**src/design/ibuf_pkg.sv**
```systemverilog
`default_nettype none

package ibuf_pkg;

  // ==========================================================================
  // Port counts and storage geometry
  // ==========================================================================

  // Fetch slots per cycle
  localparam int unsigned WR_PORTS = 4;
  // Decode slots per cycle
  localparam int unsigned RD_PORTS = 2;

  // One bank per slot of the wider side
  localparam int unsigned NUM_BANKS = (WR_PORTS > RD_PORTS) ? WR_PORTS : RD_PORTS;

  // Entries held by each bank, 16 in total
  localparam int unsigned BANK_DEPTH = 4;

  // ==========================================================================
  // Pointer and counter widths
  // ==========================================================================

  localparam int unsigned BANK_PTR_W  = $clog2(NUM_BANKS);
  localparam int unsigned WR_CNT_W    = $clog2(WR_PORTS + 1);
  localparam int unsigned RD_CNT_W    = $clog2(RD_PORTS + 1);
  localparam int unsigned FULL_CNT_W  = $clog2(NUM_BANKS + 1);

  // Addressing inside a single bank
  localparam int unsigned BANK_ADDR_W = $clog2(BANK_DEPTH);
  localparam int unsigned BANK_CNT_W  = $clog2(BANK_DEPTH + 1);

  // Instruction entry as handed from fetch to decode
  typedef struct packed {
    logic [31:0] instr;
    logic [15:0] pc_lo;
  } ibuf_entry_t;

endpackage

`default_nettype wire

```
**src/design/bank_fifo.sv**
```systemverilog
`default_nettype none

module bank_fifo
  import ibuf_pkg::*;
#(
  parameter type payload_t = logic
) (
  input  logic     clk,
  input  logic     rst_n,
  input  logic     flush_i,
  input  logic     push_i,
  input  logic     pop_i,
  input  payload_t data_i,
  output payload_t data_o,
  output logic     full_o,
  output logic     empty_o
);

  // ==========================================================================
  // Storage and pointers
  // ==========================================================================

  payload_t                 mem_q [BANK_DEPTH];
  logic [BANK_ADDR_W-1:0]   head_q;
  logic [BANK_ADDR_W-1:0]   tail_q;
  logic [BANK_CNT_W-1:0]    count_q;

  logic                     do_push;
  logic                     do_pop;

  assign full_o  = (count_q == BANK_CNT_W'(BANK_DEPTH));
  assign empty_o = (count_q == '0);

  // Requests against a full or empty bank are dropped
  assign do_push = push_i & ~full_o;
  assign do_pop  = pop_i & ~empty_o;

  // Head entry falls through to the output
  assign data_o = mem_q[head_q];

  always_ff @(posedge clk) begin
    if (do_push && !flush_i) begin
      mem_q[tail_q] <= data_i;
    end
  end

  // ==========================================================================
  // Pointer and occupancy update
  // ==========================================================================

  always_ff @(posedge clk or negedge rst_n) begin
    if (!rst_n) begin
      head_q  <= '0;
      tail_q  <= '0;
      count_q <= '0;
    end else if (flush_i) begin
      head_q  <= '0;
      tail_q  <= '0;
      count_q <= '0;
    end else begin
      if (do_push) begin
        if (tail_q == BANK_ADDR_W'(BANK_DEPTH - 1)) begin
          tail_q <= '0;
        end else begin
          tail_q <= tail_q + 1'b1;
        end
      end

      if (do_pop) begin
        if (head_q == BANK_ADDR_W'(BANK_DEPTH - 1)) begin
          head_q <= '0;
        end else begin
          head_q <= head_q + 1'b1;
        end
      end

      case ({do_push, do_pop})
        2'b10:   count_q <= count_q + 1'b1;
        2'b01:   count_q <= count_q - 1'b1;
        default: count_q <= count_q;
      endcase
    end
  end

  // ==========================================================================
  // Checks
  // ==========================================================================

  // Parent must never steer a write into a full bank
  a_no_push_full: assert property (
    @(posedge clk) disable iff (!rst_n)
    (push_i && !flush_i) |-> !full_o
  ) else $error("bank_fifo: push while full");

  // Parent must only pop a bank whose head it presented as valid
  a_no_pop_empty: assert property (
    @(posedge clk) disable iff (!rst_n)
    (pop_i && !flush_i) |-> !empty_o
  ) else $error("bank_fifo: pop while empty");

endmodule

`default_nettype wire

```
**src/design/inst_buffer.sv**
```systemverilog
`default_nettype none

module inst_buffer
  import ibuf_pkg::*;
(
  input  logic                        clk,
  input  logic                        rst_n,
  input  logic                        flush_i,

  // Fetch stage, up to WR_PORTS entries per cycle
  input  logic        [WR_PORTS-1:0]  wr_valid_i,
  input  ibuf_entry_t [WR_PORTS-1:0]  wr_data_i,
  output logic                        wr_ready_o,

  // Decode stage, up to RD_PORTS entries per cycle
  output logic        [RD_PORTS-1:0]  rd_valid_o,
  input  logic        [RD_PORTS-1:0]  rd_ready_i,
  output ibuf_entry_t [RD_PORTS-1:0]  rd_data_o
);

  // ==========================================================================
  // Banked instruction FIFO
  // ==========================================================================

  // Flush comes from branch redirect and empties the whole buffer
  multi_port_fifo u_fifo (
    .clk        (clk),
    .rst_n      (rst_n),
    .flush_i    (flush_i),
    .wr_valid_i (wr_valid_i),
    .wr_data_i  (wr_data_i),
    .wr_ready_o (wr_ready_o),
    .rd_valid_o (rd_valid_o),
    .rd_ready_i (rd_ready_i),
    .rd_data_o  (rd_data_o)
  );

endmodule

`default_nettype wire

```
**src/design/multi_port_fifo.sv**
```systemverilog
`default_nettype none

module multi_port_fifo
  import ibuf_pkg::*;
(
  input  logic                        clk,
  input  logic                        rst_n,
  input  logic                        flush_i,

  // Fetch side
  input  logic        [WR_PORTS-1:0]  wr_valid_i,
  input  ibuf_entry_t [WR_PORTS-1:0]  wr_data_i,
  output logic                        wr_ready_o,

  // Decode side
  output logic        [RD_PORTS-1:0]  rd_valid_o,
  input  logic        [RD_PORTS-1:0]  rd_ready_i,
  output ibuf_entry_t [RD_PORTS-1:0]  rd_data_o
);

  // ==========================================================================
  // Declarations
  // ==========================================================================

  // Bank that receives write slot 0 and bank that feeds read slot 0
  logic [BANK_PTR_W-1:0]                wr_ptr_q;
  logic [BANK_PTR_W-1:0]                rd_ptr_q;

  logic [WR_CNT_W-1:0]                  wr_cnt;
  logic [RD_CNT_W-1:0]                  rd_cnt;
  logic [FULL_CNT_W-1:0]                full_cnt;
  logic                                 wr_accept;

  logic        [NUM_BANKS-1:0]          bank_push;
  logic        [NUM_BANKS-1:0]          bank_pop;
  logic        [NUM_BANKS-1:0]          bank_full;
  logic        [NUM_BANKS-1:0]          bank_empty;
  ibuf_entry_t [NUM_BANKS-1:0]          bank_wdata;
  ibuf_entry_t [NUM_BANKS-1:0]          bank_rdata;

  logic [RD_PORTS-1:0][BANK_PTR_W-1:0]  rd_bank;

  // ==========================================================================
  // Slot counts and write acceptance
  // ==========================================================================

  always_comb begin
    wr_cnt = '0;
    for (int k = 0; k < WR_PORTS; k++) begin
      wr_cnt = wr_cnt + WR_CNT_W'(wr_valid_i[k]);
    end

    // Valid and ready are both prefixes, so this counts the moved prefix
    rd_cnt = '0;
    for (int k = 0; k < RD_PORTS; k++) begin
      rd_cnt = rd_cnt + RD_CNT_W'(rd_valid_o[k] & rd_ready_i[k]);
    end

    full_cnt = '0;
    for (int b = 0; b < NUM_BANKS; b++) begin
      full_cnt = full_cnt + FULL_CNT_W'(bank_full[b]);
    end
  end

  // Room for a whole group is guaranteed only while few banks are full
  assign wr_ready_o = (full_cnt <= FULL_CNT_W'(NUM_BANKS - WR_PORTS));
  assign wr_accept  = (|wr_valid_i) & wr_ready_o & ~flush_i;

  // ==========================================================================
  // Rotating pointers
  // ==========================================================================

  // Arithmetic wraps at NUM_BANKS
  always_ff @(posedge clk or negedge rst_n) begin
    if (!rst_n) begin
      wr_ptr_q <= '0;
      rd_ptr_q <= '0;
    end else if (flush_i) begin
      wr_ptr_q <= '0;
      rd_ptr_q <= '0;
    end else begin
      if (wr_accept) begin
        wr_ptr_q <= wr_ptr_q + BANK_PTR_W'(wr_cnt);
      end
      rd_ptr_q <= rd_ptr_q + BANK_PTR_W'(rd_cnt);
    end
  end

  // ==========================================================================
  // Banks
  // ==========================================================================

  for (genvar b = 0; b < NUM_BANKS; b++) begin : gen_bank
    // Slot index that maps onto this bank for each direction
    logic [BANK_PTR_W-1:0] wr_off;
    logic [BANK_PTR_W-1:0] rd_off;

    assign wr_off = BANK_PTR_W'(b) - wr_ptr_q;
    assign rd_off = BANK_PTR_W'(b) - rd_ptr_q;

    assign bank_push[b]  = wr_accept & (int'(wr_off) < int'(wr_cnt));
    assign bank_pop[b]   = ~flush_i & (int'(rd_off) < int'(rd_cnt));
    assign bank_wdata[b] = wr_data_i[wr_off];

    bank_fifo #(
      .payload_t (ibuf_entry_t)
    ) u_bank (
      .clk     (clk),
      .rst_n   (rst_n),
      .flush_i (flush_i),
      .push_i  (bank_push[b]),
      .pop_i   (bank_pop[b]),
      .data_i  (bank_wdata[b]),
      .data_o  (bank_rdata[b]),
      .full_o  (bank_full[b]),
      .empty_o (bank_empty[b])
    );
  end

  // ==========================================================================
  // Read slot routing
  // ==========================================================================

  for (genvar k = 0; k < RD_PORTS; k++) begin : gen_rd_slot
    assign rd_bank[k]    = rd_ptr_q + BANK_PTR_W'(k);
    assign rd_valid_o[k] = ~bank_empty[rd_bank[k]];
    assign rd_data_o[k]  = bank_rdata[rd_bank[k]];
  end

  // ==========================================================================
  // Checks
  // ==========================================================================

  // Contiguous from slot 0 means mask plus one is a power of two or zero
  a_wr_valid_contig: assert property (
    @(posedge clk) disable iff (!rst_n)
    $onehot0(wr_valid_i + WR_PORTS'(1))
  ) else $error("multi_port_fifo: wr_valid_i not contiguous from slot 0");

  a_rd_ready_contig: assert property (
    @(posedge clk) disable iff (!rst_n)
    $onehot0(rd_ready_i + RD_PORTS'(1))
  ) else $error("multi_port_fifo: rd_ready_i not contiguous from slot 0");

  // Round-robin filling keeps bank occupancy ordered from the read pointer
  a_rd_valid_prefix: assert property (
    @(posedge clk) disable iff (!rst_n)
    $onehot0(rd_valid_o + RD_PORTS'(1))
  ) else $error("multi_port_fifo: rd_valid_o not a contiguous prefix");

endmodule

`default_nettype wire

```
**config.mk**
```make
export PLATFORM = sky130hd
export DESIGN_NAME = inst_buffer
export DESIGN_NICKNAME = d
export VERILOG_FILES = /design/src/design/ibuf_pkg.sv /design/src/design/bank_fifo.sv /design/src/design/inst_buffer.sv /design/src/design/multi_port_fifo.sv
export SDC_FILE = /design/constraint.sdc
export NUM_CORES = 1
export LEC_CHECK = 0
export BUFFER_PORTS_ARGS = -buffer_cell sky130_fd_sc_hd__buf_2
export CAP_MARGIN = 5
export CORE_MARGIN = 5
export CORE_UTILIZATION = 59
export DETAILED_ROUTE_END_ITERATION = 6
export PLACE_DENSITY = 0.76
export SYNTH_ARGS = -nofsm -noshare
export SYNTH_HDL_FRONTEND = slang
export SYNTH_SLANG_ARGS = --single-unit
```
**constraint.sdc**
```tcl
create_clock -name clk -period 14.2 [get_ports clk]
set_input_delay 2.84 -clock clk [delete_from_list [all_inputs] [get_ports clk]]
set_output_delay 2.84 -clock clk [all_outputs]
set_load 0.005 [all_outputs]
```
Word-level counts from Yosys, hierarchy flattened. Memories as Yosys holds them, arrays and structs flattened. Cells that the tools add are included.

Flip-flop bits (word level): 32. Bits in writable memories: 768. Output and inout bits: 99. Memories: 4.

$add $sub $neg: 34. $lt $le $gt $ge: 15. Eq/ne operators: 20. Multiplexer cells: 59. Bitwise logic cells: 31. Reduce and logical (&&, ||, !) cells: 23.

Memories: u_fifo.gen_bank[0].u_bank.mem_q (depth 4, width 48, rd ports 1, clocked after memory_dff 0, write ports 1, RTL line bank_fifo.sv:23) `payload_t mem_q [BANK_DEPTH];`; u_fifo.gen_bank[1].u_bank.mem_q (depth 4, width 48, rd ports 1, clocked after memory_dff 0, write ports 1, RTL line bank_fifo.sv:23); u_fifo.gen_bank[2].u_bank.mem_q (depth 4, width 48, rd ports 1, clocked after memory_dff 0, write ports 1, RTL line bank_fifo.sv:23); u_fifo.gen_bank[3].u_bank.mem_q (depth 4, width 48, rd ports 1, clocked after memory_dff 0, write ports 1, RTL line bank_fifo.sv:23).

Operators with widths (number): 48-bit binary-select mux with 2-bit select (6); 48-bit 2-to-1 mux (6); 2-bit 2-to-1 mux (27); 2-bit == test (second input constant) (12); 3-bit case mux with 2 select lines (4); 1-bit bitwise AND (20); 2-bit by 1-bit adder with 2-bit output (second input constant) (9); 2-bit by 3-bit less-than comparator with 1-bit output (second input constant) (6); 2-bit nonzero test (9); 3-bit by 1-bit adder with 3-bit output (4); 3-bit by 1-bit adder with 3-bit output (second input constant) (4); 3-bit == test (second input constant) (4); 3-bit logical NOT (4); 2-bit by 3-bit less-than comparator with 1-bit output (4); 3-bit 2-to-1 mux (4); 3-bit nonzero test (4); 3-bit by 1-bit subtractor with 3-bit output (second input constant) (4); 1-bit NOT (11); 1-bit 2-to-1 mux (10); 2-bit by 1-bit == test with 1-bit output (second input constant) (4); 2-bit less-than comparator (4); 1-bit by 2-bit subtractor with 2-bit output (first input constant) (4); 2-bit subtractor (first input constant) (4); 2-bit adder (3); 6 further kinds (11).

Depth between registers and ports, before layout.
Depth after elaboration: 12. Gate-level depth with buffers: 17. Mapped depth without buffers: 16.

Hierarchy. From an unflattened synthesis, not the netlist that was laid out.

Cells, all modules: 1706. Area total of the unflattened synthesis: 37656.1 um^2.

By module, submodules not included: bank_fifo (u_fifo.gen_bank[1].u_bank) (instances 1, cells an instance 315, area an instance 7587.3 um^2, sequential area each 5940.7 um^2); multi_port_fifo (instances 1, cells an instance 441, area an instance 7566.0 um^2, sequential area each 100.1 um^2); bank_fifo (u_fifo.gen_bank[0].u_bank) (instances 1, cells an instance 318, area an instance 7557.2 um^2, sequential area each 5940.7 um^2); bank_fifo (u_fifo.gen_bank[3].u_bank) (instances 1, cells an instance 316, area an instance 7484.7 um^2, sequential area each 5940.7 um^2); bank_fifo (u_fifo.gen_bank[2].u_bank) (instances 1, cells an instance 316, area an instance 7460.9 um^2, sequential area each 5940.7 um^2).

Worst setup path before layout. No wires, ideal clock.

Path type: in2reg. From: input port wr_valid_i[0]. To: memory u_fifo.gen_bank[3].u_bank.mem_q[0][0] in the netlist's numbering, enable pin. Data arrival time: 6075 ps. Data required time: 13789 ps. Setup slack: 7715 ps. Stages: 13. Path buffers: 1. Path through: inv_1 ha_1 inv_1 fa_1 inv_1 ha_1 inv_1 ha_1 nor2b_1 o21ai_0 and3_1 buf_2 and2_1.

Cells in the longest elaborated chain, start to end: 9. Elaborated cells on any way between the ends: 12. Classes of those cells: add/sub (3); order compare (1); mux (2); bitwise (4); reduce/logical (2).

Ends and longest elaborated chain: from (decl) (RTL line inst_buffer.sv:11) `input logic [WR_PORTS-1:0] wr_valid_i,`; 1-bit by 1-bit adder with 2-bit output (RTL line multi_port_fifo.sv:50) `wr_cnt = wr_cnt + WR_CNT_W'(wr_valid_i[k]);`; 3-bit by 1-bit adder with 3-bit output (2 in series) (RTL line multi_port_fifo.sv:50); 2-bit by 3-bit less-than comparator with 1-bit output (RTL line multi_port_fifo.sv:101) `assign bank_push[b] = wr_accept & (int'(wr_off) < int'(wr_cnt));`; 1-bit bitwise AND * (RTL line multi_port_fifo.sv:101); 1-bit bitwise AND * (RTL line bank_fifo.sv:35) `assign do_push = push_i & ~full_o;`; 1-bit logical AND * (RTL line bank_fifo.sv:42) `if (do_push && !flush_i) begin`; 1-bit 2-to-1 mux * (RTL line bank_fifo.sv:42); 1-bit 2-to-1 mux (implied by the code) * (RTL line bank_fifo.sv:43) `mem_q[tail_q] <= data_i;`; to (decl) (RTL line bank_fifo.sv:23).

Every way passes the cells marked *; elsewhere a longest branch is shown, timed or not.

==> flow_metrics.py <==
metrics = {
    "outcome": {
        "outcome": "complete, no violations",
    },
    "critical_path": {
        "critPathLaunchType": "flip-flop",
        "critical_path_class": "flip-flop to primary output",
        "critPathCaptureType": "primary output",
        "slowest_delay_ns": 0.82,
        "critPathSlowestCell": "buf_4",
        "crit_chain": "inv_4 > buf_4 > nand2_1 > nand2_1 > nor2_1 > a31oi_1 > buf_2",
        "critical_path.max_fanout": 80,
        "cpLargestDelayFamily": "buffers and inverters",
        "critPathBufInv": 3,
        "crit_top_cell": "nand2_1",
        "required_ns": 11.36,
        "arrival_ns": 3.80,
    },
    "cells_and_area": {
        "syn_to_final_growth_pct": 13.02,
        "final_nets": 2620,
        "final_layout_size_suffix_gt1_frac": 0.3551,
        "final_cell_mix": "edfxtp_1, mux4_2, nand2_1, buf_2, nor2_1",
        "multi_input_area_um2": 12580,
        "fin_cells": 3289,
        "n_fill_cell": 3990,
        "final_common_cell": "edfxtp_1",
        "register_area_um2": 23900,
    },
    "power": {
        "p_per_area_nw_per_um2": 212.2,
        "p_leak_nw": 14.02,
        "total_power_mw": 8.915,
        "peakVddDrop_mv": 0.1475,
    },
    "yosys": {
        "synth_top_cell_by_area": "edfxtp_1",
        "synth_top_area_share": 0.6204,
        "synth-main-ff-cell": "edfxtp_1",
        "synth_area_um2": 37170,
        "syn_inst": 2115,
        "yosysWarnings": 0,
        "synth_edf_count": 768,
        "synthArstFlopShare": 0.04000,
        "ys_types": 46,
        "ys_ff_latch": 800,
        "yosys-top-cells-area": "edfxtp_1, mux4_2, nand2_1",
        "syn_nets": 2359,
        "yosysSeqAreaShare": 0.6419,
        "avgSynthCellArea_um2": 17.58,
    },
    "cts": {
        "post_cts_buffers": 0,
        "clock_path_buffers": 3,
        "clkTransAtPathRegs_ns": 0.06,
        "cts_made_buffers": 79,
        "cts.sink_count": 800,
        "post_cts_resized": 0,
        "cts_tree": "built",
        "htreeDepth": 3,
        "cts_hold_buffers": 0,
        "clockRootBuffer": "clkbuf_16",
        "clk-insertion-delay-late_ns": 0.62,
    },
    "grt": {
        "grt_max_degree": 98,
        "grt_pass1_wl_um": 138900,
        "grtUsageTotal": 0.2753,
        "grt-ovfl-total": 0,
        "antenna_found_initial": 5,
        "grt_pass1_vias": 21873,
    },
    "detailed_routing": {
        "drt_wl_total_um": 94180,
        "drt_iter0_markers": 2684,
        "wl_per_cell_um": 28.63,
        "drc": 0,
        "first_pass_iters": 6,
        "post_drt_via_cell_ratio": 6.710,
        "vias": 22069,
        "detail-route-antenna-nets": 0,
    },
    "placement": {
        "place_congestion": 0.8107,
        "post-dp-hpwl_um": 57230,
        "dp_cells": 3141,
        "io_buffers": 299,
    },
    "floorplan": {
        "pin_count": 300,
        "row_count": 92,
        "die_y_um": 261.0,
        "die_x_um": 261.0,
        "coreArea_um2": 62740,
        "initial_core_util": 0.5926,
        "die_area_um2": 68130,
    },
    "sta": {
        "skew_ns": 0.02004,
        "timing.max_slew.rel_slack": 0.2508,
        "finalHoldViolCount": 0,
        "min_period_ns": 6.644,
        "rsz0062_at_grt": "no",
        "period_share": 0.4679,
        "worst_slew_pin_slew_ns": 1.124,
        "tns_ns": 0,
        "hold_ws_ns": 0.6163,
        "finalMaxSlewViolations": 0,
        "setup_viol": 0,
        "fmax_mhz": 150.5,
    },
    "run": {
        "max_cap_violations": 0,
    },
    "worst_hold_path": {
        "worst_hold_path_type": "flip-flop to flip-flop",
    },
}
## worst reg2reg max path: cells and delay by family, from the launching register on
family,cells,cell delay (ns)
AO/OA/AOI/OAI,3,1.23
AND/OR/NAND/NOR,6,0.70
buffers and inverters,3,1.47
multiplexers,1,0.37
flip-flops,1,0.76
adder cells (fa/ha/maj),3,1.00
## cells in the mapped netlist, types with 5 or more instances
cell type / instances
buf_1: 42
ha_1: 37
nand2_1: 356
inv_1: 34
a31oi_1: 97
dfrtp_1: 32
nor2_1: 125
edfxtp_1: 768
mux4_2: 384
buf_2: 38
xnor2_1: 14
a211oi_1: 5
and3_1: 6
clkbuf_1: 72
nor3_1: 13
o31ai_1: 5
mux2_2: 6
fa_1: 6
and2_1: 17
nor2b_1: 9
a21oi_1: 5
## worst paths after layout
check / start / end / slack, ns / cells after the start
max: u_fifo.rd_ptr_q[1] / rd_data_o[25] / 7.56 / 7
min: u_fifo.gen_bank[1].u_bank.tail_q[0] / u_fifo.gen_bank[1].u_bank.tail_q[0] / 0.62 / 2
max reg2reg: u_fifo.rd_ptr_q[1] / u_fifo.gen_bank[3].u_bank.count_q[1] / 8.57 / 16
min reg2reg: u_fifo.gen_bank[1].u_bank.tail_q[0] / u_fifo.gen_bank[1].u_bank.tail_q[0] / 0.62 / 2
max in group asynchronous: rst_n / u_fifo.gen_bank[0].u_bank.head_q[0] / 11.28 / 1
min in group asynchronous: rst_n / u_fifo.wr_ptr_q[0] / 2.32 / 1
## sequential cells by signal, indices dropped and copies added (netlist names)
| register | flops |
|---|---|
| u_fifo.gen_bank.u_bank.mem_q | 768 |
| u_fifo.gen_bank.u_bank.count_q | 12 |
| u_fifo.gen_bank.u_bank.head_q | 8 |
| u_fifo.gen_bank.u_bank.tail_q | 8 |
| u_fifo.rd_ptr_q | 2 |
| u_fifo.wr_ptr_q | 2 |
## stage by stage
stage | setup WS [ns] | util | cell area (µm²)
4_1_cts | 7.616 | 0.6695 | 42000
3_5_place_dp | 7.504 | 0.6283 | 39420
2_1_floorplan | 7.715 | - | 37170
3_3_place_gp | 7.603 | 0.6283 | 39420
6_report | 7.556 | 0.6697 | 42010
5_1_grt | 7.466 | 0.6695 | 42000
## layer usage
metal / GRT usage / up-vias / part of all wire
met1: 0.3875 / 11530 / 0.37
met2: 0.4529 / 1289 / 0.50
met5: 0 / - / 0
li1: - / 9061 / -
met3: 0.04753 / 189 / 0.098
met4: 0.08730 / 0 / 0.031
## report_power, final
group | leakage, nW | total [mW] | switching [mW] | internal, mW
Sequential | 7.38 | 3.58 | 0.230 | 3.35
Combinational | 5.37 | 3.25 | 1.93 | 1.31
Clock | 1.27 | 2.09 | 0.859 | 1.23
## layout make-up
| class | count | share of cell area |
|---|---|---|
| clock inverter | 44 | 0.009828 |
| sequential | 800 | 0.5688 |
| multi-input combinational | 1128 | 0.2995 |
| tap | 846 | 0.02520 |
| timing repair buffer | 332 | 0.04152 |
| antenna | 4 | 0.0002383 |
| clock buffer | 100 | 0.05167 |
| inverter | 35 | 0.003246 |
## cells by family (layout without fill, tap and decap cells)
| family | Yosys count | in the layout | share of synthesized area |
|---|---|---|---|
| buf+inv | 187 | 511 | 0.02016 |
| other cells | 0 | 4 | 0 |
| mux | 395 | 395 | 0.2358 |
| xor+xnor | 17 | 17 | 0.004005 |
| flops | 800 | 800 | 0.6419 |
| simple gates | 541 | 541 | 0.05914 |
| compound gates | 132 | 132 | 0.02326 |
| fa+ha+maj | 43 | 43 | 0.01568 |
No activity file was read; power rests on OpenSTA's default activity.
